File: config.mk
export PLATFORM = sky130hd
export DESIGN_NAME = mem_access
export DESIGN_NICKNAME = d
export VERILOG_FILES = /design/src/mem_stage_pkg.sv /design/src/mem_access.sv
export SDC_FILE = /design/constraint.sdc
export NUM_CORES = 1
export LEC_CHECK = 0
export ABC_AREA = 1
export BUFFER_PORTS_ARGS = -buffer_cell sky130_fd_sc_hd__buf_2
export CORE_ASPECT_RATIO = 1.25
export CORE_UTILIZATION = 45
export CTS_BUF_LIST = sky130_fd_sc_hd__clkbuf_16
export CTS_CLUSTER_DIAMETER = 120
export CTS_CLUSTER_SIZE = 8
export DETAILED_ROUTE_END_ITERATION = 16
export PLACE_DENSITY = 0.82
export SYNTH_ARGS = -nofsm -noshare
export SYNTH_HDL_FRONTEND = slang
export SYNTH_SLANG_ARGS = --single-unit
File: constraint.sdc
create_clock -name i_clock -period 1.4 [get_ports i_clock]
set_input_delay 0.35 -clock i_clock [delete_from_list [all_inputs] [get_ports i_clock]]
set_output_delay 0.35 -clock i_clock [all_outputs]
set_load 0.03 [all_outputs]
File: src/mem_stage_pkg.sv
package mem_stage_pkg;

   ////////////////////////////////////////
   // Data path and memory geometry.
   ////////////////////////////////////////

   localparam int DATA_W    = 32;
   localparam int ADDR_W    = 12;
   localparam int RAM_DEPTH = 1024;
   localparam int WORD_AW   = 10;
   localparam int NB_LANE   = 4;

   // Register file index and dirty counter.
   localparam int REG_IDX_W = 5;
   localparam int CNT_W     = 11;

   // Debug register block.
   localparam int APB_AW    = 4;

   ////////////////////////////////////////
   // Load and store access sizes.
   ////////////////////////////////////////

   typedef enum logic [2:0] {
      MS_BYTE   = 3'd0,
      MS_HALF   = 3'd1,
      MS_WORD   = 3'd2,
      MS_BYTE_U = 3'd3,
      MS_HALF_U = 3'd4
   } mem_size_e;

   // APB register offsets of the debug block.
   typedef enum logic [APB_AW-1:0] {
      DBG_CTRL   = 4'd0,
      DBG_ADDR   = 4'd4,
      DBG_RDATA  = 4'd8,
      DBG_STATUS = 4'd12
   } dbg_reg_e;

endpackage

File: src/mem_access.sv
`timescale 1ns/1ns

module mem_access
   import mem_stage_pkg::*;
(
   input  logic                  i_clock,
   input  logic                  i_soft_reset,
   input  logic                  i_enable_pipeline,
   input  logic                  i_debug_mode,
   input  logic [ADDR_W-1:0]     i_debug_addr,
   input  logic [DATA_W-1:0]     i_address_alu,
   input  logic                  i_mem_read,
   input  logic [NB_LANE-1:0]    i_lane_we_pipe,
   input  logic [DATA_W-1:0]     i_load_data,
   input  logic                  i_reg_write,
   input  logic                  i_mem_to_reg,
   input  logic [REG_IDX_W-1:0]  i_reg_dest,
   input  logic                  i_halt_detected,
   output logic [WORD_AW-1:0]    o_ram_addr,
   output logic [1:0]            o_byte_off,
   output logic [NB_LANE-1:0]    o_lane_we,
   output logic                  o_reg_write,
   output logic                  o_mem_to_reg,
   output logic [REG_IDX_W-1:0]  o_reg_dest,
   output logic                  o_halt_detected,
   output logic [DATA_W-1:0]     o_data_alu,
   output logic [DATA_W-1:0]     o_data_mem
);

   logic [ADDR_W-1:0] mem_addr;

   ////////////////////////////////////////
   // Address and write steering.
   ////////////////////////////////////////

   assign mem_addr   = i_debug_mode ? i_debug_addr : i_address_alu[ADDR_W-1:0];
   assign o_ram_addr = mem_addr[ADDR_W-1 -: WORD_AW];
   assign o_byte_off = mem_addr[1:0];

   // Pipeline writes are frozen while debug owns the address.
   assign o_lane_we = (i_enable_pipeline && !i_debug_mode) ? i_lane_we_pipe : '0;

   ////////////////////////////////////////
   // MEM/WB register.
   ////////////////////////////////////////

   always_ff @(posedge i_clock) begin
      if (!i_soft_reset) begin
         o_reg_write     <= 1'b0;
         o_mem_to_reg    <= 1'b0;
         o_reg_dest      <= '0;
         o_halt_detected <= 1'b0;
         o_data_alu      <= '0;
         o_data_mem      <= '0;
      end
      else if (i_enable_pipeline) begin
         o_reg_write     <= i_reg_write;
         o_mem_to_reg    <= i_mem_to_reg;
         o_reg_dest      <= i_reg_dest;
         o_halt_detected <= i_halt_detected;
         o_data_alu      <= i_address_alu;
         o_data_mem      <= i_mem_read ? i_load_data : '0;
      end
   end

endmodule

==> metrics.md <==
| Metric | Value |
|---|---|
| First-pass iteration count of the detailed router | `5` |
| Via density per instance | `4.88` |
| Global-route wire length before repair | `11.5 mm` |
| Sink Count | `72` |
| Cells after synthesis | `362` |
| Area grow syn2layout | `48.1%` |
| Largest regs | `o_data_alu: 32 flops, o_data_mem: 32 flops, o_reg_dest: 5 flops` |
| Post-Syn Nets | `455` |
| Clock buffer count from CTS | `9` |
| Placed cell areas | `0.00367 mm^2` |
| Root Driver | `clkbuf_16` |
| Core area | `0.00582 mm^2` |
| Chip Height | `89.3 um` |
| Hold Startpoint | `i_address_alu[13]` |
| DIE AREA | `0.00641 mm^2` |
| Worst r2r dst | `o_data_alu[11]` |
| Post-synthesis register bit count | `72` |
| Max-slew violations | `0` |
| Maximum vdd drop | `0.779 mV` |
| Setup WS post-layout | `-0.0252 ns` |
| DRT Wirelength | `7.71 mm` |
| Pwr/cell area | `1440 mW/mm^2` |
| Worst-path cell chain | `buf_2, buf_4, o21ai_0, buf_4` |
| Met2 global-route usage | `41.4%` |
| DR iter-0 viols | `180` |
| Initial core utilization | `47.1%` |
| GR peak layer | `met2` |
| Clock Tree Buf Depth | `2` |
| Hold-fix buffers, CTS | `0` |
| Worst hold margin | `0.244 ns` |
| Most frequent cells in the layout | `buf_2, nor2_1, dfxtp_1` |
| Post-CTS Setup Repair Bufs | `0` |
| Dpl ws | `-0.0388 ns` |
| Register area share after synthesis | `52.6%` |
| Final hold vios | `0` |
| Final ANT Viol Nets | `0` |
| Largest cells by area after synthesis | `dfxtp_1, nor2_1, o21ai_0` |
| Period utilisation layout | `102%` |
| Slew headroom | `58.4%` |
| Crit-path max FO | `11` |
| DRC | `0` |
| Most common cell after layout, fill and taps aside | `buf_2` |
| Fraction of layout cells with a size suffix above 1 | `38.7%` |
| Worst-skew pair later-pin latency | `0.32 ns` |
| Startpoint Class | `input pin` |
| Status | `finished with violations` |
| Min Tclk post-route | `1.43 ns` |
| Endpoint, Worst Hold | `o_data_alu[13]` |
| CP Class | `in -> out` |
| Total global-route track usage | `23.5%` |
| Hold path cells | `3` |
| Ant diodes | `0` |
| Yosys top cell area share | `52.6%` |
| # IOs | `181` |
| Nets | `629` |
| Syn Std Cell Area | `0.00274 mm^2` |
| Tot Pwr | `0.00585 W` |
| Clk slew on worst S/H paths | `0.06 ns` |
| Fin area | `0.00406 mm^2` |
| Utilization after layout | `69.8%` |
| Largest stage delay on the critical path | `0.23 ns` |
| GR Overflow Total | `0` |
| Vias | `2960` |
| Clock Skew | `0 ns` |
| Syn Area/Cell | `7.58 um^2` |
| FILL cells | `470` |
| Met3 global-route usage | `6.65%` |
| R2R Path Start | `o_data_alu[11]` |
| Largest net degree at the start of global routing | `73` |
| Port bufs | `180` |
| CTS tree | `done` |
| Unique masters post-synth | `14` |
| Worst path required time | `1.05 ns` |
| Syn. warnings | `0` |
| Slew at the pin closest to its max-slew limit | `0.624 ns` |
| WP data arrival | `1.08 ns` |
| Post-DP HPWL | `5.48 mm` |
| Fmax | `0.702 GHz` |
| RSZ-0062 raised after global routing | `true` |
| Violations in the final reports | `negative setup slack` |
| Die W | `71.8 um` |
| Max stage delay cell, worst path | `o21ai_0` |
| Max Cap Viol | `0` |
| Most frequent cell on the critical path | `buf_4` |
| Worst R2R Setup Slack | `0.73 ns` |
| Leakage power total | `2.10 nW` |
| Initial antenna violation count | `0` |
| Wirelength per Cell | `12.7 um` |
| Row count | `31` |
| H-tree levels | `3` |
| M1 GR Usage | `25.8%` |
| Critical path capture point type | `output pin` |
| Yosys top cell by area | `dfxtp_1` |
| Placer Congestion | `0.745` |
| Vias in the first global route | `2574` |
| HP Class | `in -> reg` |
| R2R depth | `2` |
| Final setup vio count | `1` |
metal layers:
metal / share of wire [%] / wire length, um / vias up
met5: 0 / 0 / -
met4: 2.5 / 195 / 0
met3: 8.2 / 629 / 18
met2: 49 / 3810 / 141
met1: 40 / 3080 / 1288
li1: - / - / 1513
worst max-delay path, delay by kind of cell:
kind,cells,cell delay [ns]
buffers and inverters,3,0.50
AOI/OAI and AO/OA,1,0.23
power breakdown:
group / internal (W) / switching [W]
Combinational: 0.000312 / 0.000601
Clock: 0.00191 / 0.000810
Sequential: 0.00217 / 0.0000503
stage by stage:
stage               std cells  setup TNS [ns]
floorplan                 362           -1.44
global placement          591         -0.0595
detailed placement        591          -0.169
CTS                       606               0
global route              606         -0.0986
finish                    606         -0.0252
cells by family (layout without fill, tap and decap cells):
group / after synthesis / count (layout) / synth area share (%)
flip-flops: 72 / 72 / 52.6
AND/OR/NAND/NOR: 161 / 161 / 23.6
AO/OA/AOI/OAI: 84 / 84 / 15.3
buffers and inverters: 45 / 223 / 8.53
worst max path at each step:
| stage | startpoint | to | slack (ns) | depth (start not counted) |
|---|---|---|---|---|
| after CTS | i_debug_mode | o_ram_addr[1] | 0.006 | 4 |
| after global routing | i_debug_mode | o_ram_addr[3] | -0.05 | 4 |
| after detailed placement | i_enable_pipeline | o_lane_we[2] | -0.04 | 5 |
| after floorplan | i_debug_mode | o_ram_addr[1] | -0.14 | 2 |
| after global placement | i_enable_pipeline | o_lane_we[3] | -0.03 | 5 |
| final | i_debug_mode | o_ram_addr[3] | -0.03 | 4 |
area by class of cell:
type                       count  area [um^2]  share of cell area (%)
multi-input combinational    245         1080                    26.5
clock buffer                   9          225                    5.54
clock inverter                 6          133                    3.26
sequential                    72         1440                    35.5
inverter                      18         70.1                    1.72
tap                           66         82.6                    2.03
timing repair buffer         190         1030                    25.4
cells in the mapped netlist:
master    number
nor2_1        84
dfxtp_1       72
o21ai_0       52
nand2_1       44
a21oi_1       32
nand3_1       32
inv_1         17
buf_2         11
clkbuf_1       5
buf_4          4
buf_6          4
clkbuf_2       3
inv_4          1
or2_1          1
timing repair:
action                                 CTS  global route
resized for setup                        5            16
setup endpoints to repair                5            11
endpoints found under the hold margin    0             0
No activity file was read; power rests on OpenSTA's default activity.
