<file path="src/mem_stage_pkg.sv">
package mem_stage_pkg;

   ////////////////////////////////////////
   // Data path and memory geometry.
   ////////////////////////////////////////

   localparam int DATA_W    = 32;
   localparam int ADDR_W    = 12;
   localparam int RAM_DEPTH = 1024;
   localparam int WORD_AW   = 10;
   localparam int NB_LANE   = 4;

   // Register file index and dirty counter.
   localparam int REG_IDX_W = 5;
   localparam int CNT_W     = 11;

   // Debug register block.
   localparam int APB_AW    = 4;

   ////////////////////////////////////////
   // Load and store access sizes.
   ////////////////////////////////////////

   typedef enum logic [2:0] {
      MS_BYTE   = 3'd0,
      MS_HALF   = 3'd1,
      MS_WORD   = 3'd2,
      MS_BYTE_U = 3'd3,
      MS_HALF_U = 3'd4
   } mem_size_e;

   // APB register offsets of the debug block.
   typedef enum logic [APB_AW-1:0] {
      DBG_CTRL   = 4'd0,
      DBG_ADDR   = 4'd4,
      DBG_RDATA  = 4'd8,
      DBG_STATUS = 4'd12
   } dbg_reg_e;

endpackage

</file>
<file path="src/mem_debug_regs.sv">
`timescale 1ns/1ns

module mem_debug_regs
   import mem_stage_pkg::*;
(
   input  logic                i_clock,
   input  logic                i_soft_reset,
   input  logic                i_psel,
   input  logic                i_penable,
   input  logic                i_pwrite,
   input  logic [APB_AW-1:0]   i_paddr,
   input  logic [DATA_W-1:0]   i_pwdata,
   input  logic [DATA_W-1:0]   i_debug_word,
   input  logic [CNT_W-1:0]    i_dirty_count,
   input  logic                i_any_dirty,
   output logic [DATA_W-1:0]   o_prdata,
   output logic                o_debug_mode,
   output logic [ADDR_W-1:0]   o_debug_addr,
   output logic                o_dirty_clear
);

   dbg_reg_e          reg_sel;
   logic              wr_en;
   logic [DATA_W-1:0] status_word;

   assign reg_sel = dbg_reg_e'(i_paddr);
   assign wr_en   = i_psel && i_penable && i_pwrite;

   ////////////////////////////////////////
   // Register writes.
   ////////////////////////////////////////

   always_ff @(posedge i_clock) begin
      if (!i_soft_reset) begin
         o_debug_mode  <= 1'b0;
         o_debug_addr  <= '0;
         o_dirty_clear <= 1'b0;
      end
      else begin
         o_dirty_clear <= 1'b0;
         if (wr_en && reg_sel == DBG_CTRL) begin
            o_debug_mode  <= i_pwdata[0];
            o_dirty_clear <= i_pwdata[1];
         end
         if (wr_en && reg_sel == DBG_ADDR) begin
            o_debug_addr <= i_pwdata[ADDR_W-1:0];
         end
      end
   end

   ////////////////////////////////////////
   // Read mux.
   ////////////////////////////////////////

   always_comb begin
      status_word              = '0;
      status_word[16]          = i_any_dirty;
      status_word[CNT_W-1:0]   = i_dirty_count;
   end

   always_comb begin
      o_prdata = '0;
      if (i_psel) begin
         case (reg_sel)
            DBG_CTRL:   o_prdata = {{(DATA_W-1){1'b0}}, o_debug_mode};
            DBG_ADDR:   o_prdata = {{(DATA_W-ADDR_W){1'b0}}, o_debug_addr};
            DBG_RDATA:  o_prdata = i_debug_word;
            DBG_STATUS: o_prdata = status_word;
            default:    o_prdata = '0;
         endcase
      end
   end

   a_penable_needs_psel : assert property (
      @(posedge i_clock) disable iff (!i_soft_reset) i_penable |-> i_psel
   );

endmodule

</file>
<file path="config.mk">
export PLATFORM = sky130hd
export DESIGN_NAME = mem_debug_regs
export DESIGN_NICKNAME = d
export VERILOG_FILES = /design/src/mem_stage_pkg.sv /design/src/mem_debug_regs.sv
export SDC_FILE = /design/constraint.sdc
export NUM_CORES = 1
export LEC_CHECK = 0
export BUFFER_PORTS_ARGS = -buffer_cell sky130_fd_sc_hd__buf_2
export CAP_MARGIN = 20
export CORE_MARGIN = 5
export CORE_UTILIZATION = 32
export DETAILED_ROUTE_END_ITERATION = 10
export GPL_TIMING_DRIVEN = 0
export HOLD_SLACK_MARGIN = 0.05
export PLACE_DENSITY = 0.9
export SLEW_MARGIN = 25
export SYNTH_ARGS = -nofsm -noshare
export SYNTH_HDL_FRONTEND = slang
export SYNTH_SLANG_ARGS = --single-unit
export TNS_END_PERCENT = 10
</file>
<file path="constraint.sdc">
create_clock -name i_clock -period 1.9 [get_ports i_clock]
set_input_delay 0.38 -clock i_clock [delete_from_list [all_inputs] [get_ports i_clock]]
set_output_delay 0.38 -clock i_clock [all_outputs]
set_load 0.03 [all_outputs]
</file>
==> results.sh <==
export IMPL_outcome="finished, violations left"
export IMPL_violations="setup timing"
export IMPL_min_period_ns=2.11
export IMPL_die_x_um=66.9
export IMPL_clock_path_buffers=2
export IMPL_hold_class="primary input to flop"
export IMPL_slowest_delay_ns=0.39
export IMPL_overflow=0
export IMPL_numCtsBuffers=3
export IMPL_crit_fanout=9
export IMPL_hold_buffers=0
export IMPL_antenna_found_initial=0
export IMPL_synth_area_top_cells="dfxtp_1, mux2_2, and2_1, a22oi_1, a21oi_1"
export IMPL_yosysTopAreaCellShare_pct=27.1
export IMPL_final_cell_mix="buf_2, buf_6, buf_4"
export IMPL_place_gp_congestion=0.830
export IMPL_htreeDepth=1
export IMPL_p_leak_nw=0.953
export IMPL_synth_nets=220
export IMPL_finalHoldViolCount=0
export IMPL_drtIter0Drc=83
export IMPL_grt_max_degree=11
export IMPL_cts_root_buf="clkbuf_4"
export IMPL_clock_latency_ns=0.28
export IMPL_grt_pass1_vias=1471
export IMPL_vdd_drop_max_mv=0.320
export IMPL_cts_tree="built"
export IMPL_fin_cells=299
export IMPL_vias_per_cell=5.08
export IMPL_drcViolationCount=0
export IMPL_core_area_um2=3080
export IMPL_wl_per_cell_um=16.6
export IMPL_detail_route_antenna_nets=0
export IMPL_synth_distinct_cells=25
export IMPL_critical_path_top_delay_family="simple AND/OR/NAND/NOR gates"
export IMPL_die_area_um2=4480
export IMPL_skew_ns=0
export IMPL_synth_cells=135
export IMPL_synth_area_per_cell_um2=7.67
export IMPL_yosys_warnings=0
export IMPL_portBuffers=109
export IMPL_power_total_w=0.000719
export IMPL_boundaryPins=131
export IMPL_reg2regPathDepth=2
export IMPL_layout_commonest_cell="buf_2"
export IMPL_crit_slowest_cell="or3b_1"
export IMPL_clock_fmax_ghz=0.473
export IMPL_fin_crit_sh_pct=111
export IMPL_grt_util_all_layers_pct=20.1
export IMPL_ys_seq_elements=14
export IMPL_antenna_cells=0
export IMPL_cts_sinks=14
export IMPL_clk_pin_slew_worst_paths_ns=0.08
export IMPL_required_ns=1.52
export IMPL_drive_gt1_share_pct=61.6
export IMPL_synthToLayoutAreaGrowth_pct=94.1
export IMPL_tightest_slew_ns=0.444
export IMPL_grt_first_pass_wirelength_um=6910
export IMPL_crit_top_cell="buf_6"
export IMPL_worstPathCellList="buf_8 > or3b_1 > buf_6 > nor3b_4 > buf_6 > and2_1 > buf_6"
export IMPL_chipHeight_um=66.9
export IMPL_row_count=20
export IMPL_initial_core_util_pct=33.7
export IMPL_worstSetupEndpointType="output port"
export IMPL_final_max_slew_violation_count=0
export IMPL_cp_start_kind="primary input"
export IMPL_path_buf_inv=4
export IMPL_rsz0062_at_grt="yes"
export IMPL_worst_path_stages=7
export IMPL_p_per_area_nw_per_um2=357
export IMPL_worst_setup_path_type="primary input to output port"
export IMPL_yosys_area_top_type="dfxtp_1"
export IMPL_setup_viol_count_final=20
export IMPL_max_cap_violations=0
export IMPL_layout_nets=341
export IMPL_hold_depth=3
export IMPL_syn_area_um2=1040
export IMPL_yosysSeqAreaShare_pct=27.1
export IMPL_dp_hpwl_um=3540
export IMPL_setup_slack_ns=-0.214
export IMPL_place_inst=288
export IMPL_wirelength_um=4950
export IMPL_dr_pass1_iters=5
export IMPL_relSlewSlack_pct=70.4
export IMPL_arrival_ns=1.73
export IMPL_vias=1520
worst paths after layout:
kind / endpoint / startpoint / slack [ns]
max: o_prdata[14] / i_paddr[0] / -0.21
min: o_dirty_clear / i_pwdata[1] / 0.32
max reg2reg: o_debug_addr[4] / o_debug_addr[4] / 1.17
min reg2reg: o_debug_addr[8] / o_debug_addr[8] / 0.50
state kept, by name, summed over array words and instances (netlist names):
signal and count:
o_debug_mode 1, o_dirty_clear 1, o_debug_addr 12
logic make-up (layout without fill, tap and decap cells):
| family | count (synthesis) | count (layout) | share of synthesized area [%] |
|---|---|---|---|
| AND/OR/NAND/NOR | 57 | 57 | 33.0 |
| AO/OA/AOI/OAI | 39 | 39 | 21.5 |
| flip-flops | 14 | 14 | 27.1 |
| buffers and inverters | 13 | 133 | 5.56 |
| multiplexers | 12 | 12 | 12.9 |
synthesized netlist by cell type, drive strengths merged:
library cell,n
a21oi,15
a22oi,11
and2,19
and3,1
buf,6
clkbuf,6
dfxtp,14
inv,1
mux2,11
mux2i,1
nand2,2
nand3,14
nand3b,2
nor2,10
nor3,1
nor3b,3
nor4,1
nor4b,1
o21ai,13
or3b,1
or4,1
or4b,1
timing repair:
action | in CTS | in global routing
gates resized for setup | 62 | 41
buffers inserted | 3 | 3
endpoints found under the setup margin | 32 | 31
pin swaps | 12 | 3
gates cloned | 1 | 0
final cells by class:
type | count | area [µm²]
Inverter | 1 | 3.75
Timing Repair Buffer | 116 | 769
Tap cell | 44 | 55.1
Buffer | 12 | 95.1
Clock buffer | 4 | 36.3
Multi-Input combinational cell | 108 | 771
Sequential cell | 14 | 280
Fill cell | 268 | 1070
report_power, final:
part           switching, W  total (W)  internal, W
sequential      0.000000921   0.000295     0.000294
combinational     0.0000985   0.000210     0.000111
clock             0.0000969   0.000214     0.000117
through the flow:
step | hold WS, ns | setup TNS [ns] | utilization (%) | cell area, µm² | worst slack (ns)
4_1_cts | 0.322 | -4.48 | 62.0 | 1910 | -0.202
2_1_floorplan | 0.498 | -2.32 | - | 1050 | -0.158
3_3_place_gp | 0.476 | -8.43 | 53.7 | 1650 | -0.385
5_1_grt | 0.323 | -4.66 | 65.3 | 2010 | -0.271
3_5_place_dp | 0.491 | -8.96 | 53.7 | 1650 | -0.417
6_report | 0.322 | -3.60 | 65.3 | 2010 | -0.214
worst min-delay path, delay by kind of cell:
kind | cells | cell delay (ns)
buffers and inverters | 1 | 0.10
and+or+nand+nor | 2 | 0.08
layer usage:
metal | track usage, % | share of wire [%] | vias up
met1 | 20.3 | 36 | 716
met4 | 5.32 | 1.7 | 0
met5 | 0 | 0 | -
met2 | 40.0 | 53 | 66
li1 | - | - | 729
met3 | 4.89 | 9.8 | 9
(Power assumes the default switching activity.)
