File: config.mk
export PLATFORM = sky130hd
export DESIGN_NAME = load_align
export DESIGN_NICKNAME = d
export VERILOG_FILES = /design/src/mem_stage_pkg.sv /design/src/load_align.sv
export SDC_FILE = /design/constraint.sdc
export NUM_CORES = 1
export LEC_CHECK = 0
export BUFFER_PORTS_ARGS = -buffer_cell sky130_fd_sc_hd__buf_4
export CELL_PAD_IN_SITES_DETAIL_PLACEMENT = 1
export CELL_PAD_IN_SITES_GLOBAL_PLACEMENT = 2
export CORE_UTILIZATION = 19
export DETAILED_ROUTE_END_ITERATION = 16
export GPL_TIMING_DRIVEN = 0
export PLACE_DENSITY_LB_ADDON = 0.1
export SLEW_MARGIN = 20
export SYNTH_ARGS = -nofsm -noshare
export SYNTH_HDL_FRONTEND = slang
export SYNTH_SLANG_ARGS = --single-unit
File: constraint.sdc
create_clock -name vclk -period 4.49
set_input_delay 0.898 -clock vclk [all_inputs]
set_output_delay 0.898 -clock vclk [all_outputs]
set_load 0.01 [all_outputs]
File: src/mem_stage_pkg.sv
package mem_stage_pkg;

   ////////////////////////////////////////
   // Data path and memory geometry.
   ////////////////////////////////////////

   localparam int DATA_W    = 32;
   localparam int ADDR_W    = 12;
   localparam int RAM_DEPTH = 1024;
   localparam int WORD_AW   = 10;
   localparam int NB_LANE   = 4;

   // Register file index and dirty counter.
   localparam int REG_IDX_W = 5;
   localparam int CNT_W     = 11;

   // Debug register block.
   localparam int APB_AW    = 4;

   ////////////////////////////////////////
   // Load and store access sizes.
   ////////////////////////////////////////

   typedef enum logic [2:0] {
      MS_BYTE   = 3'd0,
      MS_HALF   = 3'd1,
      MS_WORD   = 3'd2,
      MS_BYTE_U = 3'd3,
      MS_HALF_U = 3'd4
   } mem_size_e;

   // APB register offsets of the debug block.
   typedef enum logic [APB_AW-1:0] {
      DBG_CTRL   = 4'd0,
      DBG_ADDR   = 4'd4,
      DBG_RDATA  = 4'd8,
      DBG_STATUS = 4'd12
   } dbg_reg_e;

endpackage

File: src/load_align.sv
`timescale 1ns/1ns

module load_align
   import mem_stage_pkg::*;
(
   input  logic [DATA_W-1:0]  i_word,
   input  mem_size_e          i_mem_size,
   input  logic [1:0]         i_byte_off,
   output logic [DATA_W-1:0]  o_data
);

   logic [7:0]  byte_sel;
   logic [15:0] half_sel;

   ////////////////////////////////////////
   // Lane selection.
   ////////////////////////////////////////

   assign byte_sel = i_word[i_byte_off*8 +: 8];
   assign half_sel = i_byte_off[1] ? i_word[31:16] : i_word[15:0];

   ////////////////////////////////////////
   // Sign or zero extension.
   ////////////////////////////////////////

   always_comb begin
      case (i_mem_size)
         MS_BYTE: begin
            o_data = {{(DATA_W-8){byte_sel[7]}}, byte_sel};
         end
         MS_BYTE_U: begin
            o_data = {{(DATA_W-8){1'b0}}, byte_sel};
         end
         MS_HALF: begin
            o_data = {{(DATA_W-16){half_sel[15]}}, half_sel};
         end
         MS_HALF_U: begin
            o_data = {{(DATA_W-16){1'b0}}, half_sel};
         end
         default: begin
            o_data = i_word;
         end
      endcase
   end

endmodule

==> qor.txt, run 1 <==
Status: finished clean
Placer congestion estimate: 0.774
Routed WL: 3360 microns
Metal2 WL: 1660 microns
HP Start: i_word[20]
Most frequent cell after synthesis: a21o_1
Metal-1 WL: 1570 microns
Initial Utilization: 20.6%
DRC: 0
Logic gate share of total power: 100.0%
GRT overflow: 0
Distinct cell type count after synthesis: 27
Maximum number of pins on one net before global-route repair: 11
Rows: 21
N_diodes: 0
Crit Path Category: primary input to output port
Met3 wire len: 126 microns
Worst Max-Slew Pin Slew: 0.868 ns
Area share of the largest cell type after synthesis: 16.8%
Top cells by area, synth: a21o_1 17%, mux2i_1 15%, a221o_1 11%
Sw frac: 47.0%
Peak Freq: 289 MHz
CP Data Required Time: 3.59 ns
Slew Viols, Final: 0
GRT Total Usage: 16.3%
Synth Net Count: 138
CP endpoint kind: output port
DRT iter0 DRCs: 33
ANT nets after route: 0
Syn avg cell area: 7.06 sq um
Io pins: 69
Final Cell Area: 1270 sq um
Die Wd: 63.3 microns
Hold buffers post-CTS: 0
Critical Path Start Type: primary input
Register area share after synthesis: 0%
Uppermost layer routed: met3
Layout sequential cell count: 0
Syn-to-layout area delta: 78.6%
Die height: 63.3 microns
PwrDens: 136 nW/um^2
P_int: 0.0000918 W
Mapped Cells: 101
Final hold vios: 0
Share of post-route cells with drive strength above 1: 45.2%
Final-layout clock buffer total: 0
Sw power: 0.0000815 W
Min-Delay Path Class: primary input to output port
Setup repair bufs after CTS: 0
Flop pwr share: 0%
Largest area contributor in the netlist: a21o_1
# nets final: 207
Final Hold Slack: 2.08 ns
Core area: 3470 sq um
Pleak: 0.731 nW
DR WL/cell: 15.7 microns
Placed instance count: 214
Final min period: 3.46 ns
Register area: 0 sq um
DR vias/cell: 4.85
Worst-path maximum fanout: 10
Setup violators final: 0
Crit path from: i_byte_off[0]
Detailed-placement wirelength estimate: 2710 microns
Relative max-transition margin: 41.7%
# resized after CTS: 0
WP data arrival: 2.56 ns
Placed Area: 1270 sq um
Syn Std Cell Area: 713 sq um
Unrepaired setup endpoints after global routing: false
Initial antenna violation count: 0
Vias after detailed routing: 1038
Top cells by count, synth: 16 x a21o_1, 12 x nand2_1, 11 x mux2i_1
Vias in the first global route: 1084
Total of max-cap violations: 0
Final period util: 77.0%
Final Non-Filler Cells: 214
Setup_tns: 0 ns
Clk pwr share: 0%
# fillers: 462
PortBufs: 67
Synth warnings: 0
Die area: 4000 sq um
Max VDD drop: 0.0000388 V
First-pass GRT wire length: 5370 microns
Router iterations before antenna repair: 4
==> layout make-up <==
| cell class | count | area [sq um] | area share [%] |
|---|---|---|---|
| plain buffers | 10 | 56.3 | 4.42 |
| inverters | 1 | 3.75 | 0.295 |
| multi-input cells | 90 | 653 | 51.3 |
| well taps | 46 | 57.6 | 4.52 |
| repair buffers | 67 | 503 | 39.5 |
==> routing by layer <==
layer / vias to the layer above / global-route usage (%)
met5: - / 0
met4: 0 / 0
met3: 0 / 0.906
met2: 35 / 29.4
met1: 478 / 22.5
li1: 525 / -
==> worst paths after layout <==
check  depth (start not counted)  slack, ns          to
max                            7       1.03  o_data[26]
min                            3       2.08  o_data[20]
==> layout by cell type, fill, tap and decap left out, types with 2 or more instances in the layout <==
cell	count
nand2_1	12
o21ai_0	2
buf_2	3
buf_4	69
nor2b_1	2
o21bai_1	2
mux2i_1	11
nor3_1	2
a221o_1	8
a22oi_1	8
a21o_1	16
nand2b_1	3
clkbuf_1	3
a21oi_1	5
nor2_1	9
or3_1	2
==> stage by stage <==
| step | total power (W) | worst slack [ns] | utilization, % |
|---|---|---|---|
| final | 0.000173 | 1.03 | 36.7 |
| after global routing | 0.000188 | 0.948 | 36.7 |
| after CTS | 0.000176 | 1.01 | 36.7 |
| after detailed placement | 0.000175 | 1.01 | 36.7 |
| after global placement | 0.000173 | 1.06 | 36.7 |
| after floorplan | 0.0000837 | 1.39 | - |
==> worst max-delay path: stages <==
cell and delay, ns:
buf_4 0.14, mux4_2 0.37, nor2_2 0.05, a2111oi_4 0.63, buf_6 0.23, a21o_1 0.10
buf_4 0.12
==> cell families (layout without fill, tap and decap cells) <==
family,Yosys count,count (layout),synth area share [%]
xor+xnor,1,1,1.23
mux,12,12,18.6
buf+inv,11,78,8.42
simple gates,32,32,20.9
compound gates,45,45,50.9
==> power groups by stage <==
stage | combinational (W) | sequential (W) | clock [W]
5_1_grt | 0.000188 | 0 | 0
3_5_place_dp | 0.000175 | 0 | 0
3_3_place_gp | 0.000173 | 0 | 0
2_1_floorplan | 0.0000837 | 0 | 0
6_report | 0.000173 | 0 | 0
4_1_cts | 0.000176 | 0 | 0
Power figures use the tool's default switching activity.
==> run 2, diff against run 1 <==
CORE_UTILIZATION = 17   (was 19)
clock period = 3.5 ns   (was 4.49 ns; I/O delays follow)
==> run 2 against run 1 <==
Net effect: total power up 30%; count of clock-buffer cells in the layout unchanged; worst setup slack worse by 0.53 ns; sequential share of layout area unchanged; utilization down 4.6 points; first-iteration DRC count up 3.0%; final area up 0.79%.
==> qor.txt, run 2 (synthesis gave the netlist of run 1 again) <==
Pleak: 0.732 nW (was 0.731 nW)
Setup repair bufs after CTS: 0 (unchanged)
Slew Viols, Final: 0 (unchanged)
Router iterations before antenna repair: 4 (unchanged)
Final period util: 85.7%
Routed WL: 3610 microns (was 3360 microns)
CP endpoint kind: output port (unchanged)
ANT nets after route: 0 (unchanged)
Final min period: 3.00 ns
Unrepaired setup endpoints after global routing: false (unchanged)
Die Wd: 66.8 microns (was 63.3 microns)
GRT overflow: 0 (unchanged)
Layout sequential cell count: 0 (unchanged)
Vias after detailed routing: 1082 (was 1038)
DRC: 0 (unchanged)
Min-Delay Path Class: primary input to output port (unchanged)
DR WL/cell: 16.6 microns (was 15.7 microns)
Die area: 4460 sq um (was 4000 sq um)
Commonest non-fill, non-tap cell in the layout: buf_4 (unchanged)
Worst Max-Slew Pin Slew: 0.790 ns (was 0.868 ns)
Fin util: 32.1% (was 36.7%)
WP data arrival: 2.30 ns (was 2.56 ns)
Crit path from: i_byte_off[0] (unchanged)
N_diodes: 0 (unchanged)
HP Start: i_word[21] (was i_word[20])
Hold buffers post-CTS: 0 (unchanged)
PortBufs: 67 (unchanged)
Maximum number of pins on one net before global-route repair: 11 (unchanged)
Relative max-transition margin: 45.8% (was 41.7%)
Commonest non-fill, non-tap cells in the layout: 69 x buf_4, 16 x a21o_1, 12 x nand2_1, 11 x mux2i_1, 9 x nor2_1 (unchanged)
Final-layout clock buffer total: 0 (unchanged)
Rows: 23 (was 21)
Die height: 66.8 microns (was 63.3 microns)
Worst-path maximum fanout: 10 (unchanged)
Placer congestion estimate: 0.722 (was 0.774)
Initial Utilization: 17.8% (was 20.6%)
DRT iter0 DRCs: 34 (was 33)
Setup violators final: 0 (unchanged)
Register area: 0 sq um (unchanged)
Peak Freq: 334 MHz
# resized after CTS: 0 (unchanged)
Final hold vios: 0 (unchanged)
Vias in the first global route: 1148 (was 1084)
Share of post-route cells with drive strength above 1: 45.8% (was 45.2%)
Total of max-cap violations: 0 (unchanged)
First-pass GRT wire length: 5690 microns (was 5370 microns)
CP Data Required Time: 2.80 ns (was 3.59 ns)
Detailed-placement wirelength estimate: 2840 microns (was 2710 microns)
PwrDens: 175 nW/um^2 (was 136 nW/um^2)
DR vias/cell: 4.96 (was 4.85)
Status: finished clean (unchanged)
Syn-to-layout area delta: 80.0% (was 78.6%)
# fillers: 512 (was 462)
Final Hold Slack: 1.69 ns (was 2.08 ns)
Crit Path Category: primary input to output port (unchanged)
Critical Path Start Type: primary input (unchanged)
Setup_tns: 0 ns (unchanged)
# nets final: 207 (unchanged)
Io pins: 69 (unchanged)
Initial antenna violation count: 0 (unchanged)
Core area: 4000 sq um (was 3470 sq um)
Multi-input logic area: 658 sq um (was 653 sq um)
Max VDD drop: 0.0000463 V (was 0.0000388 V)
GRT Total Usage: 16.8% (was 16.3%)
run 2: cell counts in the layout (fill, tap and decap cells not counted):
Identical to the previous run, type by type.
run 2: metrics by stage:
stage / cell area, sq um / instances / worst slack (ns) / power (W)
finish: 1280 / 218 / 0.502 / 0.000225
global route: 1280 / 218 / 0.395 / 0.000244
CTS: 1280 / 218 / 0.250 / 0.000228
detailed placement: 1280 / 218 / 0.250 / 0.000227
global placement: 1280 / 218 / 0.285 / 0.000224
floorplan: 713 / 101 / 0.801 / 0.000107
run 2: report_power, final:
group | total, W | internal, W | switching, W
Sequential | 0 | 0 | 0
Clock | 0 | 0 | 0
Combinational | 0.000225 | 0.000118 | 0.000107
Total | 0.000225 | 0.000118 | 0.000107
run 2: layout make-up:
cell class | count | share of cell area (%)
multi-input combinational | 90 | 51.3
tap | 50 | 4.87
buffer | 10 | 4.39
timing repair buffer | 67 | 39.2
inverter | 1 | 0.292
run 2: path summary, 6_finish.rpt:
path	slack (ns)	endpoint	cells after the start
worst max-delay path	0.50	o_data[18]	7
worst min-delay path	1.69	o_data[21]	3
run 2: per-layer routing:
layer	vias up	routed length [microns]	global-route usage, %
met3	0	233	2.74
met1	522	1480	20.8
met4	0	0	3.19
met5	-	0	0
met2	36	1890	30.3
li1	524	-	-
run 2: critical path, cell delays in order:
cell       delay, ns
buf_4           0.14
mux4_2          0.36
nor2_2          0.05
a2111oi_4       0.59
buf_6           0.23
a21o_1          0.10
buf_4           0.12
