<file path="config.mk">
export PLATFORM = sky130hd
export DESIGN_NAME = store_align
export DESIGN_NICKNAME = d
export VERILOG_FILES = /design/src/mem_stage_pkg.sv /design/src/store_align.sv
export SDC_FILE = /design/constraint.sdc
export NUM_CORES = 1
export LEC_CHECK = 0
export ABC_CLOCK_PERIOD_IN_PS = 2050
export BUFFER_PORTS_ARGS = -buffer_cell sky130_fd_sc_hd__buf_2
export CAP_MARGIN = 20
export CORE_MARGIN = 2
export CORE_UTILIZATION = 38
export DETAILED_ROUTE_END_ITERATION = 6
export PLACE_DENSITY = 0.85
export SLEW_MARGIN = 20
export SYNTH_ARGS = -nofsm -noshare
export SYNTH_HDL_FRONTEND = slang
export SYNTH_SLANG_ARGS = --single-unit
</file>
<file path="constraint.sdc">
create_clock -name vclk -period 2.05
set_input_delay 0.41 -clock vclk [all_inputs]
set_output_delay 0.41 -clock vclk [all_outputs]
set_load 0.02 [all_outputs]
</file>
<file path="src/mem_stage_pkg.sv">
package mem_stage_pkg;

   ////////////////////////////////////////
   // Data path and memory geometry.
   ////////////////////////////////////////

   localparam int DATA_W    = 32;
   localparam int ADDR_W    = 12;
   localparam int RAM_DEPTH = 1024;
   localparam int WORD_AW   = 10;
   localparam int NB_LANE   = 4;

   // Register file index and dirty counter.
   localparam int REG_IDX_W = 5;
   localparam int CNT_W     = 11;

   // Debug register block.
   localparam int APB_AW    = 4;

   ////////////////////////////////////////
   // Load and store access sizes.
   ////////////////////////////////////////

   typedef enum logic [2:0] {
      MS_BYTE   = 3'd0,
      MS_HALF   = 3'd1,
      MS_WORD   = 3'd2,
      MS_BYTE_U = 3'd3,
      MS_HALF_U = 3'd4
   } mem_size_e;

   // APB register offsets of the debug block.
   typedef enum logic [APB_AW-1:0] {
      DBG_CTRL   = 4'd0,
      DBG_ADDR   = 4'd4,
      DBG_RDATA  = 4'd8,
      DBG_STATUS = 4'd12
   } dbg_reg_e;

endpackage

</file>
<file path="src/store_align.sv">
`timescale 1ns/1ns

module store_align
   import mem_stage_pkg::*;
(
   input  logic                i_mem_write,
   input  mem_size_e           i_mem_size,
   input  logic [1:0]          i_byte_off,
   input  logic [DATA_W-1:0]   i_data,
   output logic [NB_LANE-1:0]  o_lane_we,
   output logic [DATA_W-1:0]   o_data
);

   logic [NB_LANE-1:0] lane_sel;

   // Narrow stores are replicated so every lane already holds the value.
   always_comb begin
      o_data   = i_data;
      lane_sel = '1;
      case (i_mem_size)
         MS_BYTE, MS_BYTE_U: begin
            o_data   = {NB_LANE{i_data[7:0]}};
            lane_sel = {{(NB_LANE-1){1'b0}}, 1'b1} << i_byte_off;
         end
         MS_HALF, MS_HALF_U: begin
            o_data = {2{i_data[15:0]}};
            if (i_byte_off[1]) begin
               lane_sel = 4'b1100;
            end
            else begin
               lane_sel = 4'b0011;
            end
         end
         default: begin
            // Word store, offset bits ignored.
            lane_sel = '1;
         end
      endcase
   end

   assign o_lane_we = i_mem_write ? lane_sel : '0;

endmodule

</file>
==> tab_implementation.tex, run 1 <==
\begin{tabular}{lr}
\hline
Metric & Value \\
\hline
\multicolumn{2}{l}{\textbf{Status}} \\
Outcome & completed \\
\multicolumn{2}{l}{\textbf{Min path}} \\
Hold Crit Class & input port to output port \\
\multicolumn{2}{l}{\textbf{Final layout}} \\
Number of clock-tree buffers in the layout & 0 \\
Count of sequential standard cells & 0 \\
Storage element area & 0 um2 \\
Layout overhead on the synthesized area & 45.8\% \\
Final std cells w/o fill & approximately 180 \\
Commonest cells after routing, fill and taps aside & buf\_2, mux2\_2 \\
Most common library cell in the layout ignoring fill and taps & buf\_2 \\
Number of nets in the finished design & 193 \\
Number of diodes & 0 \\
Proportion of layout cells with a drive suffix above 1 & 65.4\% \\
Post-route design area & 1070 um2 \\
\multicolumn{2}{l}{\textbf{STA}} \\
Peak Freq & 504 MHz \\
Unrepaired setup endpoints after global routing & no \\
Setup-failing EPs final & 0 \\
Min cycle time layout & 1.99 ns \\
Worst-margin pin slew & 0.568 ns \\
Relative slew slack & between 60\% and 70\% \\
Number of hold-slack violations in the final timing report & 0 \\
Pins over their slew limit & 0 \\
Total negative setup slack & 0 ns \\
Share of the clock period used by the worst path & 96.8\% \\
\multicolumn{2}{l}{\textbf{Global route}} \\
Total global routing track utilization & between 10\% and 20\% \\
Total congestion overflow after global routing & 0 \\
Wire length of the first global-routing pass & 3360 um \\
Pin count of the biggest net entering global routing & 19 \\
Antenna violations before repair & 0 \\
Number of global-route vias before repair & 821 \\
\multicolumn{2}{l}{\textbf{Synthesis}} \\
Total standard cell area after synthesis & around 740 um2 \\
Leading post-synthesis cells by cell area & mux2\_2, buf\_4, mux2i\_1 \\
Number of instances in the synthesized netlist & approximately 90 \\
Fraction of the yosys area taken by sequential cells & 0\% \\
Post-Synthesis Net Count & 127 \\
Number of warning messages in the yosys log & 0 \\
Fraction of synthesized cell area taken by the top area cell type & roughly 24\% \\
Mean cell area of the mapped netlist & 8.28 um2 \\
Cell type contributing the most total cell area after synthesis & mux2\_2 \\
Count of unique library cells instantiated by Yosys & 20 \\
\multicolumn{2}{l}{\textbf{Drt}} \\
Residual antenna-violating net count after detailed routing & 0 \\
DR iter-0 viols & 21 \\
Ratio of routed vias to standard cells & between 5 and 6 \\
Wirelength per Cell & 14.5 um \\
Post-detailed-routing wire length & 2580 um \\
Number of detailed-routing iterations run before antenna repair & 4 \\
Remaining design rule violation count & 0 \\
Via count & between 1000 and 1500 \\
\multicolumn{2}{l}{\textbf{Pwr}} \\
Peak VDD IR & between 0.00015 and 0.0002 V \\
Net Sw Frac & 57.9\% \\
Internal power & 0.142 mW \\
Total power density per cell area & 315 nW/um2 \\
Switching power summed over all nets & slightly below 0.2 mW \\
Sequential share of power & 0\% \\
Combinational share of power & 100.0\% \\
Leakage power & roughly 0.53 nW \\
Share of total power in the clock network & 0\% \\
\multicolumn{2}{l}{\textbf{Placed design}} \\
Port buffer count & 74 \\
Inst Count DP & 178 \\
HPWL Detailed & 2040 um \\
Post-placement cell area & between 1000 and 1500 um2 \\
Placer's final routability congestion estimate & 0.813 \\
\multicolumn{2}{l}{\textbf{Setup path}} \\
Arrival time at the worst endpoint & around 1.6 ns \\
Endpoint class of the critical path & output port \\
Critical-path maximum fanout & 8 \\
Startpoint Class & input port \\
Data required time at the worst endpoint & 1.64 ns \\
Startpoint-to-endpoint class of the critical path & input port to output port \\
\multicolumn{2}{l}{\textbf{Floorplan}} \\
Die Span X & 48.0 um \\
Row count & 15 \\
Number of placed I/O pins & 74 \\
Starting Density & 41.3\% \\
Die outline height & between 40 and 50 um \\
Die footprint & 2310 um2 \\
Area of the core & around 1800 um2 \\
\multicolumn{2}{l}{\textbf{Clock network}} \\
PostCTS Resize Cnt & 0 \\
Number of hold buffers added after cts & 0 \\
Buffers inserted during post-CTS setup optimization & 0 \\
\multicolumn{2}{l}{\textbf{Run}} \\
Max Cap Viol & 0 \\
\hline
\end{tabular}
[per-layer routing]
layer  up-vias  GRT usage, %  routed length (um)
met3         2          1.51                 225
met2        56          37.1                1380
met5         -             0                   0
li1        485             -                   -
met1       484          24.3                 946
met4         0          4.86                  27
[power by group through the flow]
stage                     combinational [mW]  clock [mW]  sequential [mW]
after CTS                              0.338           0                0
after floorplan                        0.225           0                0
final                                  0.339           0                0
after global routing                   0.363           0                0
after global placement                 0.328           0                0
after detailed placement               0.337           0                0
[area by class of cell]
class	count	area (um2)
Fill cell	170	708
Inverter	1	3.75
Multi-Input combinational cell	72	622
Tap cell	25	31.3
Timing Repair Buffer	80	418
[cells in the mapped netlist]
cell and number:
o21ai_0 5, o22ai_1 8, a221oi_1 8, buf_6 1
mux2_2 16, mux2i_4 1, buf_2 4, buf_4 11
nor2_4 1, a21oi_1 4, o211a_1 2, nor2_1 3
nand2b_1 2, xor2_2 1, inv_1 1, a21boi_0 2
mux2i_1 8, o32ai_1 8, nand2_1 2, o21bai_1 1
[path summary, 6_finish.rpt]
| path | from | to | slack, ns | depth (start not counted) |
|---|---|---|---|---|
| hold / removal | i_data[5] | o_data[5] | 1.09 | 2 |
| setup / recovery | i_mem_size[0] | o_data[22] | 0.06 | 4 |
[critical path: stages]
cell and delay, ns:
buf_2 0.18, mux2i_4 0.43, mux2_2 0.38, buf_2 0.16
[kinds of logic after synthesis]
| family | after synthesis | synth area share [%] |
|---|---|---|
| xor gates and xnor gates | 1 | 2.21 |
| AOI/OAI and AO/OA | 38 | 37.7 |
| muxes | 25 | 38.4 |
| buffers and inverters | 17 | 16.0 |
| and+or+nand+nor | 8 | 5.77 |
[stage by stage]
step / hold slack [ns] / total power, mW / setup slack (ns) / utilization, %
3_3_place_gp: 1.09 / 0.328 / 0.0494 / 60.0
6_report: 1.09 / 0.339 / 0.0648 / 60.3
4_1_cts: 1.09 / 0.338 / 0.0134 / 60.0
5_1_grt: 1.10 / 0.363 / 0.0146 / 60.3
3_5_place_dp: 1.09 / 0.337 / 0.0127 / 60.0
2_1_floorplan: 0.933 / 0.225 / 0.102 / -
(Power assumes the default switching activity.)
==> run 2: changes to the inputs <==
SETUP_SLACK_MARGIN = 0.1   (was unset)
==> run 2 against run 1 <==
  * Maximum frequency up 2.1%
  * Worst setup slack better by 0.042 ns
  * Core utilization up 3.6 points
  * Critical path depth up 2
  * Largest power group unchanged
==> tab_implementation.tex, run 2 (same netlist as run 1, synthesis figures left out) <==
\begin{tabular}{lr}
\hline
Metric & Value \\
\hline
\multicolumn{2}{l}{\textbf{Status}} \\
Outcome & completed \\
\multicolumn{2}{l}{\textbf{Floorplan}} \\
Die Span X & between 40 and 50 um \\
Starting Density & about two fifths \\
Area of the core & 1780 um2 \\
Number of placed I/O pins & 74 \\
Row count & 15 \\
Die footprint & about 2300 um2 \\
Die outline height & 48.0 um \\
\multicolumn{2}{l}{\textbf{Global route}} \\
Total global routing track utilization & approximately a fifth \\
Antenna violations before repair & 0 \\
Wire length of the first global-routing pass & 3400 um \\
Number of global-route vias before repair & about 850 \\
Total congestion overflow after global routing & 0 \\
Pin count of the biggest net entering global routing & 19 \\
\multicolumn{2}{l}{\textbf{Setup path}} \\
Number of cells on the critical path & 6 \\
Arrival time at the worst endpoint & around 1.5 ns \\
Worst-path cell with the longest stage delay & a221oi\_1 \\
Startpoint-to-endpoint class of the critical path & input port to output port \\
End point of the critical path & o\_data[29] \\
Sequence of cells on the critical path & clkbuf\_4 -> nand2b\_1 -> buf\_4 -> o22ai\_1 -> a221oi\_1 -> buf\_2 \\
Startpoint Class & input port \\
Maximum single-stage delay on the critical path & 0.28 ns \\
CP bufs+invs & 3 \\
Launching element of the worst setup path & i\_mem\_size[2] \\
Endpoint class of the critical path & output port \\
Critical-path maximum fanout & 10 \\
Data required time at the worst endpoint & roughly 1.6 ns \\
Cell type group with the largest total delay on the critical path & buffers and inverters \\
\multicolumn{2}{l}{\textbf{Drt}} \\
DR iter-0 viols & between 40 and 50 \\
Number of detailed-routing iterations run before antenna repair & 4 \\
Wirelength per Cell & 14.8 um \\
Via count & 1034 \\
Ratio of routed vias to standard cells & 5.71 \\
Remaining design rule violation count & 0 \\
Residual antenna-violating net count after detailed routing & 0 \\
Post-detailed-routing wire length & 2690 um \\
\multicolumn{2}{l}{\textbf{STA}} \\
Setup-failing EPs final & 0 \\
Total negative setup slack & 0 ns \\
Fin Hold WS & 1.09 ns \\
Number of hold-slack violations in the final timing report & 0 \\
Relative slew slack & between 70 and 80\% \\
Worst-margin pin slew & $\sim$0.4 ns \\
Peak Freq & between 500 and 600 MHz \\
Unrepaired setup endpoints after global routing & yes \\
Min cycle time layout & 1.94 ns \\
Share of the clock period used by the worst path & 94.8\% \\
Pins over their slew limit & 0 \\
Minimum setup slack in the final design & 0.106 ns \\
\multicolumn{2}{l}{\textbf{Placed design}} \\
Inst Count DP & between 150 and 200 \\
HPWL Detailed & roughly 2000 um \\
Placer's final routability congestion estimate & 0.813 \\
Post-placement cell area & 1070 um2 \\
Pre-CTS worst setup slack & 0.0127 ns \\
Port buffer count & 74 \\
\multicolumn{2}{l}{\textbf{Final layout}} \\
Number of clock-tree buffers in the layout & 0 \\
Number of diodes & 0 \\
Number of nets in the finished design & 196 \\
Fill cell count & 162 \\
Post-route design area & 1140 um2 \\
Storage element area & 0 um2 \\
Final std cells w/o fill & 181 \\
Commonest cells after routing, fill and taps aside & buf\_2, mux2\_2, buf\_4 \\
Proportion of layout cells with a drive suffix above 1 & between 60\% and 70\% \\
Most common library cell in the layout ignoring fill and taps & buf\_2 \\
Layout overhead on the synthesized area & 54.7\% \\
Count of sequential standard cells & 0 \\
\multicolumn{2}{l}{\textbf{Min path}} \\
Hold Crit Class & input port to output port \\
\multicolumn{2}{l}{\textbf{Run}} \\
Max Cap Viol & 0 \\
\multicolumn{2}{l}{\textbf{Clock network}} \\
Number of hold buffers added after cts & 0 \\
\multicolumn{2}{l}{\textbf{Pwr}} \\
Leakage power & $\sim$0.56 nW \\
Peak VDD IR & 0.000200 V \\
Total power density per cell area & 317 nW/um2 \\
\hline
\end{tabular}
-- run 2: stage by stage --
| stage | utilization (%) | power (mW) |
|---|---|---|
| 3_5_place_dp | 60.0 | 0.337 |
| 3_3_place_gp | 60.0 | 0.328 |
| 2_1_floorplan | - | 0.225 |
| 6_report | 63.9 | 0.361 |
| 5_1_grt | 63.9 | 0.385 |
| 4_1_cts | 61.0 | 0.343 |
-- run 2: power breakdown --
part           total [mW]  switching, mW  internal (mW)
clock                   0              0              0
combinational       0.361          0.203          0.158
sequential              0              0              0
total               0.361          0.203          0.158
-- run 2: area by class of cell --
cell class | count | area, um2 | area share, %
timing repair buffer | 83 | 460 | 40.4
inverter | 1 | 3.75 | 0.329
tap | 25 | 31.3 | 2.74
multi-input combinational | 72 | 644 | 56.5
-- run 2: worst min path at each step --
stage	from	endpoint	slack, ns	cells after the start
floorplan	i_data[0]	o_data[0]	0.93	1
global placement	i_data[7]	o_data[7]	1.09	2
detailed placement	i_data[5]	o_data[5]	1.09	2
CTS	i_data[5]	o_data[5]	1.09	2
global route	i_data[5]	o_data[5]	1.10	2
finish	i_data[5]	o_data[5]	1.09	2
-- run 2: timing repair --
item / 4_1_cts / 5_1_grt
gates resized for setup: 1 / 10
setup endpoints to repair: 16 / 22
buffers inserted: 2 / 1
-- run 2: metal layers --
metal,up-vias,wire length [um],GRT usage (%)
met5,-,0,0
met2,54,1460,39.7
met1,484,954,22.8
met3,6,210,1.51
met4,0,62,5.95
li1,490,-,-
==> run 3: changes to the inputs <==
CORE_UTILIZATION = 30   (was 38)
PLACE_DENSITY = 0.69   (was 0.85)
==> run 3 against run 2 <==
  * Sequential cell count stayed put
  * Clock-buffer cell count stayed put
  * Design area is 0.66% lower
  * Core utilization is 14 points lower
  * Critical path depth stayed put
  * Worst setup slack better by 0.038 ns
  * Non-clock buffer count is 2 lower
  * Routed wire length is 2.2% lower
  * Global-route usage is 3.3 points lower
  * Cell count is 0.55% higher
  * Die area is 24% higher
  * Largest power group unchanged
  * Highest routed layer is now met3
==> tab_implementation.tex, run 3 (same netlist as run 1, synthesis figures left out) <==
\begin{tabular}{lr}
\hline
Metric & Value \\
\hline
\multicolumn{2}{l}{\textbf{Setup path}} \\
Endpoint class of the critical path & output port \\
Sequence of cells on the critical path & buf\_4 -> xor2\_2 -> nor2\_4 -> buf\_12 -> mux2\_2 -> buf\_2 \\
CP bufs+invs & 3 \\
Maximum single-stage delay on the critical path & between 0.3 and 0.4 ns \\
Worst-path cell with the longest stage delay & mux2\_2 \\
Cell type group with the largest total delay on the critical path & buffers and inverters \\
Arrival time at the worst endpoint & 1.50 ns \\
Startpoint Class & input port \\
Startpoint-to-endpoint class of the critical path & input port to output port \\
Data required time at the worst endpoint & 1.64 ns \\
Critical-path maximum fanout & 9 \\
\multicolumn{2}{l}{\textbf{Placed design}} \\
Placer's final routability congestion estimate & roughly 0.66 \\
Inst Count DP & 179 \\
HPWL Detailed & 2030 um \\
Port buffer count & 74 \\
\multicolumn{2}{l}{\textbf{Pwr}} \\
Peak VDD IR & 0.000141 V \\
Leakage power & 0.556 nW \\
Switching power summed over all nets & 0.201 mW \\
Share of total power in the clock network & 0\% \\
Sequential share of power & 0\% \\
Total power density per cell area & 315 nW/um2 \\
Internal power & 0.155 mW \\
Combinational share of power & 100.0\% \\
Net Sw Frac & 56.5\% \\
\multicolumn{2}{l}{\textbf{Global route}} \\
Number of global-route vias before repair & 904 \\
Total congestion overflow after global routing & 0 \\
Wire length of the first global-routing pass & 3750 um \\
Pin count of the biggest net entering global routing & 16 \\
Antenna violations before repair & 0 \\
Total global routing track utilization & 16.9\% \\
\multicolumn{2}{l}{\textbf{Final layout}} \\
Commonest cells after routing, fill and taps aside & buf\_2, mux2\_2 \\
Number of clock-tree buffers in the layout & 0 \\
Proportion of layout cells with a drive suffix above 1 & about two thirds \\
Final Core Density & 49.8\% \\
Number of nets in the finished design & approximately 190 \\
Storage element area & 0 um2 \\
Most common library cell in the layout ignoring fill and taps & buf\_2 \\
Layout overhead on the synthesized area & 53.7\% \\
Number of diodes & 0 \\
Final std cells w/o fill & approximately 180 \\
Count of sequential standard cells & 0 \\
Fill cell count & 234 \\
\multicolumn{2}{l}{\textbf{Drt}} \\
Ratio of routed vias to standard cells & between 5 and 6 \\
DR iter-0 viols & 6 \\
Post-detailed-routing wire length & $\sim$2600 um \\
Wirelength per Cell & between 10 and 15 um \\
Remaining design rule violation count & 0 \\
Residual antenna-violating net count after detailed routing & 0 \\
Number of detailed-routing iterations run before antenna repair & 4 \\
Via count & between 1000 and 1500 \\
\multicolumn{2}{l}{\textbf{Min path}} \\
Hold path endpoint & o\_data[5] \\
Instance count along the most critical hold path & 2 \\
Hold Crit Class & input port to output port \\
Hold path startpoint & i\_data[5] \\
\multicolumn{2}{l}{\textbf{Status}} \\
Outcome & completed \\
\multicolumn{2}{l}{\textbf{STA}} \\
Relative slew slack & 77.5\% \\
Worst-margin pin slew & 0.338 ns \\
Share of the clock period used by the worst path & slightly above 90\% \\
Unrepaired setup endpoints after global routing & no \\
Min cycle time layout & $\sim$1.9 ns \\
Peak Freq & 525 MHz \\
Number of hold-slack violations in the final timing report & 0 \\
Fin Hold WS & 1.10 ns \\
Setup-failing EPs final & 0 \\
Pins over their slew limit & 0 \\
\multicolumn{2}{l}{\textbf{Floorplan}} \\
Die outline height & 53.6 um \\
Number of placed I/O pins & 74 \\
Starting Density & 32.4\% \\
Die Span X & approximately 54 um \\
Die footprint & 2870 um2 \\
Area of the core & 2280 um2 \\
Row count & 17 \\
\multicolumn{2}{l}{\textbf{Run}} \\
Max Cap Viol & 0 \\
\hline
\end{tabular}
## run 3: layout make-up
type | count | area [um2] | share of cell area, %
timing repair buffer | 81 | 454 | 40.1
tap | 28 | 35.0 | 3.09
inverter | 1 | 3.75 | 0.331
multi-input combinational | 72 | 639 | 56.5
## run 3: power groups by stage
| stage | clock network (mW) | registers, mW | logic, mW |
|---|---|---|---|
| floorplan | 0 | 0 | 0.225 |
| CTS | 0 | 0 | 0.352 |
| global placement | 0 | 0 | 0.327 |
| detailed placement | 0 | 0 | 0.335 |
| global route | 0 | 0 | 0.381 |
| finish | 0 | 0 | 0.356 |
## run 3: what timing repair did
| item | 4_1_cts | 5_1_grt |
|---|---|---|
| setup endpoints to repair | 26 | 23 |
| pin swaps | 1 | 1 |
| buffers inserted | 3 | 0 |
| hold buffers | 0 | 0 |
| resized for setup | 6 | 7 |
## run 3: worst max-delay path by stage
stage,start,to,slack (ns),depth (start not counted)
floorplan,i_mem_size[2],o_data[24],0.10,5
global placement,i_mem_size[1],o_data[26],0.04,5
detailed placement,i_mem_size[2],o_data[25],-0.05,5
CTS,i_mem_size[0],o_data[25],0.05,6
global route,i_mem_size[2],o_data[25],0.11,5
finish,i_mem_size[1],o_data[12],0.14,6
## run 3: metrics by stage
| step | power [mW] | instance area (um2) | setup WS, ns | TNS [ns] |
|---|---|---|---|---|
| floorplan | 0.225 | 737 | 0.102 | 0 |
| global placement | 0.327 | 1060 | 0.0436 | 0 |
| detailed placement | 0.336 | 1060 | -0.0533 | -0.0533 |
| finish | 0.356 | 1130 | 0.144 | 0 |
| CTS | 0.352 | 1110 | 0.0511 | 0 |
| global route | 0.381 | 1130 | 0.106 | 0 |
## run 3: layer usage
metal	GRT usage (%)	routed length, um	vias to the layer above
met3	0.556	169	0
met5	0	0	-
li1	-	-	492
met1	19.3	1050	465
met2	35.2	1410	44
met4	1.71	0	0
